File: src/source/alu_pkg.sv
`default_nettype none

package alu_pkg;

    // ------------------------------------------------------------------------
    // ALU operation codes
    // ------------------------------------------------------------------------
    typedef enum logic [3:0] {
        ALU_SCMP = 4'd0,   // Signed less-than, bit 0 only
        ALU_UCMP = 4'd1,   // Unsigned less-than
        ALU_ADD  = 4'd2,
        ALU_SUB  = 4'd3,
        ALU_AND  = 4'd4,
        ALU_OR   = 4'd5,
        ALU_XOR  = 4'd6,
        ALU_EQ   = 4'd7,   // Equality, bit 0 only
        ALU_SLL  = 4'd8,
        ALU_SRL  = 4'd9,
        ALU_SRA  = 4'd10,  // Sign of a shifted in
        ALU_NONE = 4'd15   // Illegal or no operation, result zero
    } alu_op_e;

    // Major opcodes, instr[6:0]
    localparam logic [6:0] OPC_OP     = 7'b0110011;
    localparam logic [6:0] OPC_OP_IMM = 7'b0010011;
    localparam logic [6:0] OPC_LUI    = 7'b0110111;
    localparam logic [6:0] OPC_BRANCH = 7'b1100011;

    // funct3 for OP and OP-IMM
    localparam logic [2:0] F3_ADD_SUB = 3'b000;
    localparam logic [2:0] F3_SLL     = 3'b001;
    localparam logic [2:0] F3_SLT     = 3'b010;
    localparam logic [2:0] F3_SLTU    = 3'b011;
    localparam logic [2:0] F3_XOR     = 3'b100;
    localparam logic [2:0] F3_SRL_SRA = 3'b101;
    localparam logic [2:0] F3_OR      = 3'b110;
    localparam logic [2:0] F3_AND     = 3'b111;

    // funct3 for BRANCH
    localparam logic [2:0] F3_BEQ     = 3'b000;
    localparam logic [2:0] F3_BNE     = 3'b001;
    localparam logic [2:0] F3_BLT     = 3'b100;
    localparam logic [2:0] F3_BGE     = 3'b101;
    localparam logic [2:0] F3_BLTU    = 3'b110;
    localparam logic [2:0] F3_BGEU    = 3'b111;

    // funct7, base and alternate (sub, sra)
    localparam logic [6:0] F7_BASE    = 7'b0000000;
    localparam logic [6:0] F7_ALT     = 7'b0100000;

    // Data width used unless the top level overrides it
    localparam int XLEN_DEFAULT = 32;

endpackage

`default_nettype wire

File: src/source/alu_req_if.sv
`timescale 1ns/1ps
`default_nettype none

// Decoded operation, decode to execute
interface alu_req_if #(
    parameter int XLEN = alu_pkg::XLEN_DEFAULT
) ();

    logic                  valid;      // One-cycle strobe
    alu_pkg::alu_op_e      op;
    logic [XLEN-1:0]       a;          // rs1 or zero
    logic [XLEN-1:0]       b;          // rs2 or immediate
    logic [4:0]            rd;
    logic                  is_branch;
    logic                  br_negate;  // bne, bge, bgeu
    logic                  illegal;

    modport source (
        output valid, op, a, b, rd, is_branch, br_negate, illegal
    );

    modport sink (
        input  valid, op, a, b, rd, is_branch, br_negate, illegal
    );

endinterface

`default_nettype wire

File: src/source/alu_rsp_if.sv
`timescale 1ns/1ps
`default_nettype none

// Executed result, execute to result stage
interface alu_rsp_if #(
    parameter int XLEN = alu_pkg::XLEN_DEFAULT
) ();

    logic                  valid;      // One-cycle strobe
    logic [XLEN-1:0]       res;        // ALU result, compares in bit 0
    logic [4:0]            rd;
    logic                  is_branch;
    logic                  br_negate;
    logic                  illegal;

    // Execute drives
    modport source (
        output valid, res, rd, is_branch, br_negate, illegal
    );

    // Result stage reads
    modport sink (
        input  valid, res, rd, is_branch, br_negate, illegal
    );

endinterface

`default_nettype wire

File: src/source/alu_decode.sv
`timescale 1ns/1ps
`default_nettype none

module alu_decode #(
    parameter int XLEN = alu_pkg::XLEN_DEFAULT
) (
    input  wire logic            clock,
    input  wire logic            arst_n,
    input  wire logic            in_valid,
    input  wire logic [31:0]     instr,
    input  wire logic [XLEN-1:0] rs1_data,
    input  wire logic [XLEN-1:0] rs2_data,
    alu_req_if.source            req
);

    // ------------------------------------------------------------------------
    // Field split and immediates
    // ------------------------------------------------------------------------
    logic [6:0]       opcode;
    logic [2:0]       funct3;
    logic [6:0]       funct7;
    logic [XLEN-1:0]  imm_i;
    logic [XLEN-1:0]  imm_u;
    logic             f7_base;
    logic             f7_alt;

    assign opcode  = instr[6:0];
    assign funct3  = instr[14:12];
    assign funct7  = instr[31:25];
    assign imm_i   = XLEN'(signed'(instr[31:20]));          // I-type, sign extended
    assign imm_u   = XLEN'(signed'({instr[31:12], 12'b0})); // U-type
    assign f7_base = (funct7 == alu_pkg::F7_BASE);
    assign f7_alt  = (funct7 == alu_pkg::F7_ALT);

    // Next request
    alu_pkg::alu_op_e d_op;
    logic [XLEN-1:0]  d_a;
    logic [XLEN-1:0]  d_b;
    logic             d_is_branch;
    logic             d_br_negate;
    logic             d_illegal;

    always_comb begin
        d_op        = alu_pkg::ALU_NONE;
        d_a         = rs1_data;
        d_b         = rs2_data;
        d_is_branch = 1'b0;
        d_br_negate = 1'b0;
        d_illegal   = 1'b0;
        case (opcode)
            alu_pkg::OPC_OP, alu_pkg::OPC_OP_IMM: begin
                case (funct3)
                    alu_pkg::F3_ADD_SUB: begin
                        // Only OP has sub, addi ignores funct7
                        if (opcode == alu_pkg::OPC_OP && f7_alt) d_op = alu_pkg::ALU_SUB;
                        else                                      d_op = alu_pkg::ALU_ADD;
                    end
                    alu_pkg::F3_SLL:     d_op = alu_pkg::ALU_SLL;
                    alu_pkg::F3_SLT:     d_op = alu_pkg::ALU_SCMP;
                    alu_pkg::F3_SLTU:    d_op = alu_pkg::ALU_UCMP;
                    alu_pkg::F3_XOR:     d_op = alu_pkg::ALU_XOR;
                    alu_pkg::F3_SRL_SRA: d_op = f7_alt ? alu_pkg::ALU_SRA : alu_pkg::ALU_SRL;
                    alu_pkg::F3_OR:      d_op = alu_pkg::ALU_OR;
                    default:             d_op = alu_pkg::ALU_AND;
                endcase
                if (opcode == alu_pkg::OPC_OP) begin
                    // Alternate funct7 only on add/sub and srl/sra
                    d_illegal = !(f7_base || (f7_alt && (funct3 == alu_pkg::F3_ADD_SUB ||
                                                         funct3 == alu_pkg::F3_SRL_SRA)));
                end else begin
                    d_b = imm_i;
                    // Shift immediates carry funct7 in imm[11:5]
                    d_illegal = (funct3 == alu_pkg::F3_SLL && !f7_base) ||
                                (funct3 == alu_pkg::F3_SRL_SRA && !(f7_base || f7_alt));
                end
            end
            alu_pkg::OPC_LUI: begin
                d_op = alu_pkg::ALU_ADD;   // 0 + imm
                d_a  = '0;
                d_b  = imm_u;
            end
            alu_pkg::OPC_BRANCH: begin
                d_is_branch = 1'b1;
                case (funct3)
                    alu_pkg::F3_BEQ:  d_op = alu_pkg::ALU_EQ;
                    alu_pkg::F3_BNE: begin
                        d_op        = alu_pkg::ALU_EQ;
                        d_br_negate = 1'b1;
                    end
                    alu_pkg::F3_BLT:  d_op = alu_pkg::ALU_SCMP;
                    alu_pkg::F3_BGE: begin
                        d_op        = alu_pkg::ALU_SCMP;
                        d_br_negate = 1'b1;      // ge is not lt
                    end
                    alu_pkg::F3_BLTU: d_op = alu_pkg::ALU_UCMP;
                    alu_pkg::F3_BGEU: begin
                        d_op        = alu_pkg::ALU_UCMP;
                        d_br_negate = 1'b1;
                    end
                    default:          d_illegal = 1'b1;   // funct3 010, 011
                endcase
            end
            default: d_illegal = 1'b1;    // Loads, stores, jumps, AUIPC, system
        endcase
        // Illegal wins over everything else
        if (d_illegal) begin
            d_op        = alu_pkg::ALU_NONE;
            d_is_branch = 1'b0;
            d_br_negate = 1'b0;
        end
    end

    // ------------------------------------------------------------------------
    // Request register
    // ------------------------------------------------------------------------
    always_ff @(posedge clock or negedge arst_n) begin
        if (!arst_n) req.valid <= 1'b0;
        else         req.valid <= in_valid;
    end

    always_ff @(posedge clock) begin
        if (in_valid) begin          // Hold payload when idle
            req.op        <= d_op;
            req.a         <= d_a;
            req.b         <= d_b;
            req.rd        <= instr[11:7];
            req.is_branch <= d_is_branch;
            req.br_negate <= d_br_negate;
            req.illegal   <= d_illegal;
        end
    end

endmodule

`default_nettype wire

File: src/source/alu_execute.sv
`timescale 1ns/1ps
`default_nettype none

module alu_execute #(
    parameter int XLEN = alu_pkg::XLEN_DEFAULT
) (
    input  wire logic clock,
    input  wire logic arst_n,
    alu_req_if.sink   req,
    alu_rsp_if.source rsp
);

    localparam int SHW = $clog2(XLEN);   // Shift amount width
    localparam int MSB = XLEN - 1;

    // ------------------------------------------------------------------------
    // Shared adder, a + b or a + ~b + 1
    // ------------------------------------------------------------------------
    logic             sub_sel;
    logic [XLEN-1:0]  b_eff;
    logic [XLEN-1:0]  sum;
    logic [SHW-1:0]   shamt;

    assign sub_sel = (req.op == alu_pkg::ALU_SUB) || (req.op == alu_pkg::ALU_SCMP);
    assign b_eff   = sub_sel ? ~req.b : req.b;                   // Invert for subtract
    assign sum     = req.a + b_eff + {{(XLEN-1){1'b0}}, sub_sel}; // Carry-in of one
    assign shamt   = req.b[SHW-1:0];                              // Upper bits ignored

    // ------------------------------------------------------------------------
    // Operation select
    // ------------------------------------------------------------------------
    logic [XLEN-1:0] alu_res;

    always_comb begin
        alu_res = '0;
        case (req.op)
            alu_pkg::ALU_SCMP: begin
                // Signs differ, a negative means a < b
                if (req.a[MSB] != req.b[MSB]) alu_res[0] = req.a[MSB];
                else                          alu_res[0] = sum[MSB];  // Sign of a - b
            end
            alu_pkg::ALU_UCMP: alu_res[0] = (req.a < req.b);
            alu_pkg::ALU_ADD,
            alu_pkg::ALU_SUB:  alu_res    = sum;
            alu_pkg::ALU_AND:  alu_res    = req.a & req.b;
            alu_pkg::ALU_OR:   alu_res    = req.a | req.b;
            alu_pkg::ALU_XOR:  alu_res    = req.a ^ req.b;
            alu_pkg::ALU_EQ:   alu_res[0] = (req.a == req.b);
            alu_pkg::ALU_SLL:  alu_res    = req.a << shamt;
            alu_pkg::ALU_SRL:  alu_res    = req.a >> shamt;
            alu_pkg::ALU_SRA:  alu_res    = XLEN'($signed(req.a) >>> shamt);  // Sign fill
            default:           alu_res    = '0;   // ALU_NONE
        endcase
    end

    // ------------------------------------------------------------------------
    // Response register
    // ------------------------------------------------------------------------
    always_ff @(posedge clock or negedge arst_n) begin
        if (!arst_n) rsp.valid <= 1'b0;
        else         rsp.valid <= req.valid;
    end

    // Side fields follow the result
    always_ff @(posedge clock) begin
        if (req.valid) begin
            rsp.res       <= alu_res;
            rsp.rd        <= req.rd;
            rsp.is_branch <= req.is_branch;
            rsp.br_negate <= req.br_negate;
            rsp.illegal   <= req.illegal;
        end
    end

endmodule

`default_nettype wire

File: src/source/alu_result.sv
`timescale 1ns/1ps
`default_nettype none

module alu_result #(
    parameter int XLEN = alu_pkg::XLEN_DEFAULT
) (
    input  wire logic            clock,
    input  wire logic            arst_n,
    alu_rsp_if.sink              rsp,
    output logic                 wb_valid,
    output logic [4:0]           wb_rd,
    output logic [XLEN-1:0]      wb_data,
    output logic                 br_valid,
    output logic                 br_taken,
    output logic                 illegal
);

    // Response class
    logic rsp_br;
    logic rsp_wb;

    assign rsp_br = rsp.is_branch && !rsp.illegal;
    // x0 is hardwired zero, no write-back
    assign rsp_wb = !rsp.is_branch && !rsp.illegal && (rsp.rd != 5'd0);

    // ------------------------------------------------------------------------
    // Output strobes
    // ------------------------------------------------------------------------
    always_ff @(posedge clock or negedge arst_n) begin
        if (!arst_n) begin
            wb_valid <= 1'b0;
            br_valid <= 1'b0;
            illegal  <= 1'b0;
        end else begin
            wb_valid <= rsp.valid && rsp_wb;
            br_valid <= rsp.valid && rsp_br;
            illegal  <= rsp.valid && rsp.illegal;   // Nothing else raised
        end
    end

    // Payload, valid only with its strobe
    always_ff @(posedge clock) begin
        if (rsp.valid) begin
            wb_rd    <= rsp.rd;
            wb_data  <= rsp.res;
            br_taken <= rsp.res[0] ^ rsp.br_negate;   // bne/bge/bgeu flip
        end
    end

endmodule

`default_nettype wire

File: src/source/alu_top.sv
`timescale 1ns/1ps
`default_nettype none

module alu_top #(
    parameter int XLEN = alu_pkg::XLEN_DEFAULT
) (
    input  wire logic            clock,
    input  wire logic            arst_n,
    // Instruction in
    input  wire logic            in_valid,
    input  wire logic [31:0]     instr,
    input  wire logic [XLEN-1:0] rs1_data,
    input  wire logic [XLEN-1:0] rs2_data,
    // Write-back out
    output logic                 wb_valid,
    output logic [4:0]           wb_rd,
    output logic [XLEN-1:0]      wb_data,
    // Branch decision out
    output logic                 br_valid,
    output logic                 br_taken,
    output logic                 illegal
);

    // ------------------------------------------------------------------------
    // Stage links
    // ------------------------------------------------------------------------
    alu_req_if #(.XLEN(XLEN)) req_if ();   // Decode to execute
    alu_rsp_if #(.XLEN(XLEN)) rsp_if ();   // Execute to result

    alu_decode #(.XLEN(XLEN)) u_decode (
        .clock    (clock),
        .arst_n   (arst_n),
        .in_valid (in_valid),
        .instr    (instr),
        .rs1_data (rs1_data),
        .rs2_data (rs2_data),
        .req      (req_if)
    );

    alu_execute #(.XLEN(XLEN)) u_execute (
        .clock  (clock),
        .arst_n (arst_n),
        .req    (req_if),
        .rsp    (rsp_if)
    );

    alu_result #(.XLEN(XLEN)) u_result (
        .clock    (clock),
        .arst_n   (arst_n),
        .rsp      (rsp_if),
        .wb_valid (wb_valid),
        .wb_rd    (wb_rd),
        .wb_data  (wb_data),
        .br_valid (br_valid),
        .br_taken (br_taken),
        .illegal  (illegal)
    );

endmodule

`default_nettype wire

File: config.mk
export PLATFORM = sky130hd
export DESIGN_NAME = alu_top
export DESIGN_NICKNAME = d
export VERILOG_FILES = /design/src/source/alu_pkg.sv /design/src/source/alu_req_if.sv /design/src/source/alu_rsp_if.sv /design/src/source/alu_decode.sv /design/src/source/alu_execute.sv /design/src/source/alu_result.sv /design/src/source/alu_top.sv
export SDC_FILE = /design/constraint.sdc
export NUM_CORES = 1
export LEC_CHECK = 0
export BUFFER_PORTS_ARGS = -buffer_cell sky130_fd_sc_hd__buf_2
export CAP_MARGIN = 10
export CELL_PAD_IN_SITES_DETAIL_PLACEMENT = 1
export CELL_PAD_IN_SITES_GLOBAL_PLACEMENT = 1
export CORE_MARGIN = 2
export CORE_UTILIZATION = 50
export CTS_CLUSTER_DIAMETER = 50
export DETAILED_ROUTE_END_ITERATION = 16
export PLACE_DENSITY_LB_ADDON = 0.1
export SYNTH_ARGS = -nofsm -noshare
export SYNTH_HDL_FRONTEND = slang
export SYNTH_SLANG_ARGS = --single-unit
File: constraint.sdc
create_clock -name clock -period 6.02 [get_ports clock]
set_input_delay 1.204 -clock clock [delete_from_list [all_inputs] [get_ports clock]]
set_output_delay 1.204 -clock clock [all_outputs]
set_load 0.01 [all_outputs]
==> impl_metrics.toml <==
[worst_setup_path]
setup.worst_path.start_class = "flop"
slowest_stage = "edfxtp_1"
crit_fanout = 25
cp.arrival_ps = 4660
crit_top_cell = "a21oi_1"
path_cells = "nor2_1 > nand3_2 > buf_4 > xnor2_1 > ha_1 > a21oi_1 > o21ai_0 > a41oi_1 > o31ai_1 > a21oi_1 > o21a_1 > or4b_1 > o311ai_1"
crit_buf_inv = 1
required_ps = 6290
crit_type = "flop to flop"
max_stage_delay_ps = 540
critical_path.top_delay_family = "compound AO/OA/AOI/OAI gates"
cp-end-kind = "flop"

[synth]
synth_edf_count = 154
netlist_instances = 1461
yosys_warnings = 0
ys_ff_latch = 159
seq_area_frac_synth_pct = 33.4
synth_ff_type = "edfxtp_1"
syn-mean-instance-area_um2 = 9.73
syn_nets = 1688
async_flop_share_pct = 3.14
ys_types = 84
synth_area_um2 = 14200

[clock_tree]
clk_path_buf_depth = 2
cts-root-buf = "clkbuf_16"
cts.clk_slew.worst_paths_ps = 70
ctsResizeCount = 0
cts_tree = "done"
cts_setup_buffers = 0
numClockSinks = 159
cts_buffers = 17
worstSkewPairLatency_ps = 460
cts-htree-levels = 4
cts_hold_buf = 0

[cells_and_area]
final_cell_mix = "154 x edfxtp_1, 153 x nor2_1, 138 x buf_2"
fillers = 3160
final_common_cell = "edfxtp_1"
drive_above_1_share_pct = 17.9
fin_nets = 1770
fin_util_pct = 56.8
area_growth_pct = 11.4

[global_route]
grt.total_usage_pct = 36.8
grt_pass1_vias = 13000
antenna_found_initial = 2
overflow = 0
grt_pass1_wl_mm = 82.2
grt_max_degree = 78

[die]
die_w_um = 173
initial_core_util_pct = 51.0
design.die.area_um2 = 29800
rows = 61
io_pins = 140
dieHeight_um = 173
core_area_um2 = 27900

[worst_hold_path]
hold_path.class = "flop to flop"

[timing]
tns_ps = 0
rsz0062_at_grt = "no"
worstMarginPinSlew_ps = 1200
slew_violations = 0
slew-limit-headroom_pct = 19.8
period_share_pct = 73.0
min_period_ps = 4390
clock.fmax_mhz = 228
finalSetupViolCount = 0
skew_ps = 13.4
finalHoldViolations = 0

[placement]
dpl.hpwl_mm = 40.5
port_buffers = 139
gp_congestion = 1.01

[power]
power_density_nw_per_um2 = 258
totalPowerFinal_uw = 4090
leakagePower_uw = 0.00647
ir_worst_vdd_uv = 209

[detailed_routing]
ant_nets = 0
via_per_inst = 6.72
wl_per_cell_um = 28.5
drt-initial-drc-count = 1787
drt_pre_antenna_iters = 7
wl_mm = 55.1
drcViolationCount = 0
vias = 13000

[flow_run]
drv_cap = 0

[status]
status = "completed"
==> stage by stage <==
stage / worst slack, ps / cell area (um^2) / hold WS, ps / std cells
5_1_grt: 1330 / 15800 / 426 / 1934
4_1_cts: 1710 / 15800 / 424 / 1934
3_5_place_dp: 1720 / 15200 / 406 / 1902
2_1_floorplan: 2250 / 14200 / 400 / 1461
3_3_place_gp: 1920 / 15200 / 401 / 1902
6_report: 1630 / 15800 / 420 / 1937
==> registers in the layout, summed over array words and instances, names as in the netlist <==
name and flops:
u_decode.req.is_branch 1, u_execute.rsp.rd 5, u_decode.req.br_negate 1, u_result.wb_valid 1
u_decode.req.a 32, u_execute.rsp.valid 1, u_decode.req.valid 1, u_decode.req.op 4
u_result.br_valid 1, u_result.illegal 1, u_execute.rsp.illegal 1, u_decode.req.b 32
u_result.wb_rd 5, u_execute.rsp.is_branch 1, u_decode.req.rd 5, u_result.wb_data 32
u_decode.req.illegal 1, u_result.br_taken 1, u_execute.rsp.br_negate 1, u_execute.rsp.res 32
==> worst paths after layout <==
path / from / endpoint / slack [ps] / depth (start not counted)
max in group asynchronous: arst_n / u_result.wb_valid / 5340 / 1
min reg2reg: u_execute.rsp.res[21] / u_result.wb_data[21] / 420 / 0
max: u_decode.req.op[2] / u_execute.rsp.res[0] / 1630 / 13
min: u_execute.rsp.res[21] / u_result.wb_data[21] / 420 / 0
min in group asynchronous: arst_n / u_result.illegal / 550 / 1
max reg2reg: u_decode.req.op[2] / u_execute.rsp.res[0] / 1630 / 13
==> power breakdown <==
part	internal, uW	leakage (uW)	switching, uW	total [uW]
clock network	608	0.000308	576	1180
registers	1340	0.00157	146	1490
logic	543	0.00459	872	1420
==> cells by family after synthesis <==
group	Yosys count	synth area share [%]
flip-flops	159	33.4
multiplexers	117	13.5
AND/OR/NAND/NOR	409	13.9
AO/OA/AOI/OAI	403	19.4
adder cells (fa/ha/maj)	128	11.3
buffers and inverters	197	5.51
XOR/XNOR	48	2.96
==> synthesized netlist by cell type, types with 7 or more instances <==
cell type	count	area (um^2)
a211o_1	10	87.6
a211oi_1	26	195
a21o_1	20	150
a21oi_1	97	485
a221o_1	21	210
a22o_1	12	105
a31oi_1	9	56.3
and2_1	37	231
and3_1	7	43.8
buf_1	19	71.3
buf_2	14	70.1
clkbuf_1	64	240
edfxtp_1	154	4620
ha_1	127	1590
inv_1	94	353
mux2_2	8	90.1
mux2i_1	50	500
mux4_2	59	1330
nand2_1	85	319
nand2b_1	13	81.3
nand3_1	23	115
nor2_1	153	574
nor2b_1	13	81.3
nor3_1	23	115
o211ai_1	11	82.6
o21a_1	9	67.6
o21ai_0	84	420
o21bai_1	9	67.6
o221ai_1	15	131
o22ai_1	9	56.3
or3_1	14	87.6
xnor2_1	41	359
xor2_1	7	61.3
==> metal layers <==
layer  GRT usage (%)  up-vias  share of wire (%)  wire, um
met1            49.9     6466                 40     22100
met4            17.7        0                4.9      2710
met2            56.6      741                 45     24500
met5               0        -                  0         0
met3            7.50      138                 10      5720
li1                -     5676                  -         -
==> area by class of cell <==
cell class | count | area [um^2] | share of cell area [%]
Multi-Input combinational cell | 1105 | 8700 | 54.9
Sequential cell | 159 | 4750 | 30.0
Timing Repair Buffer | 164 | 911 | 5.75
Tap cell | 378 | 473 | 2.99
Clock buffer | 17 | 425 | 2.69
Inverter | 96 | 360 | 2.28
Clock inverter | 15 | 213 | 1.34
Antenna cell | 3 | 7.51 | 0.0474
No activity file was read; power rests on OpenSTA's default activity.
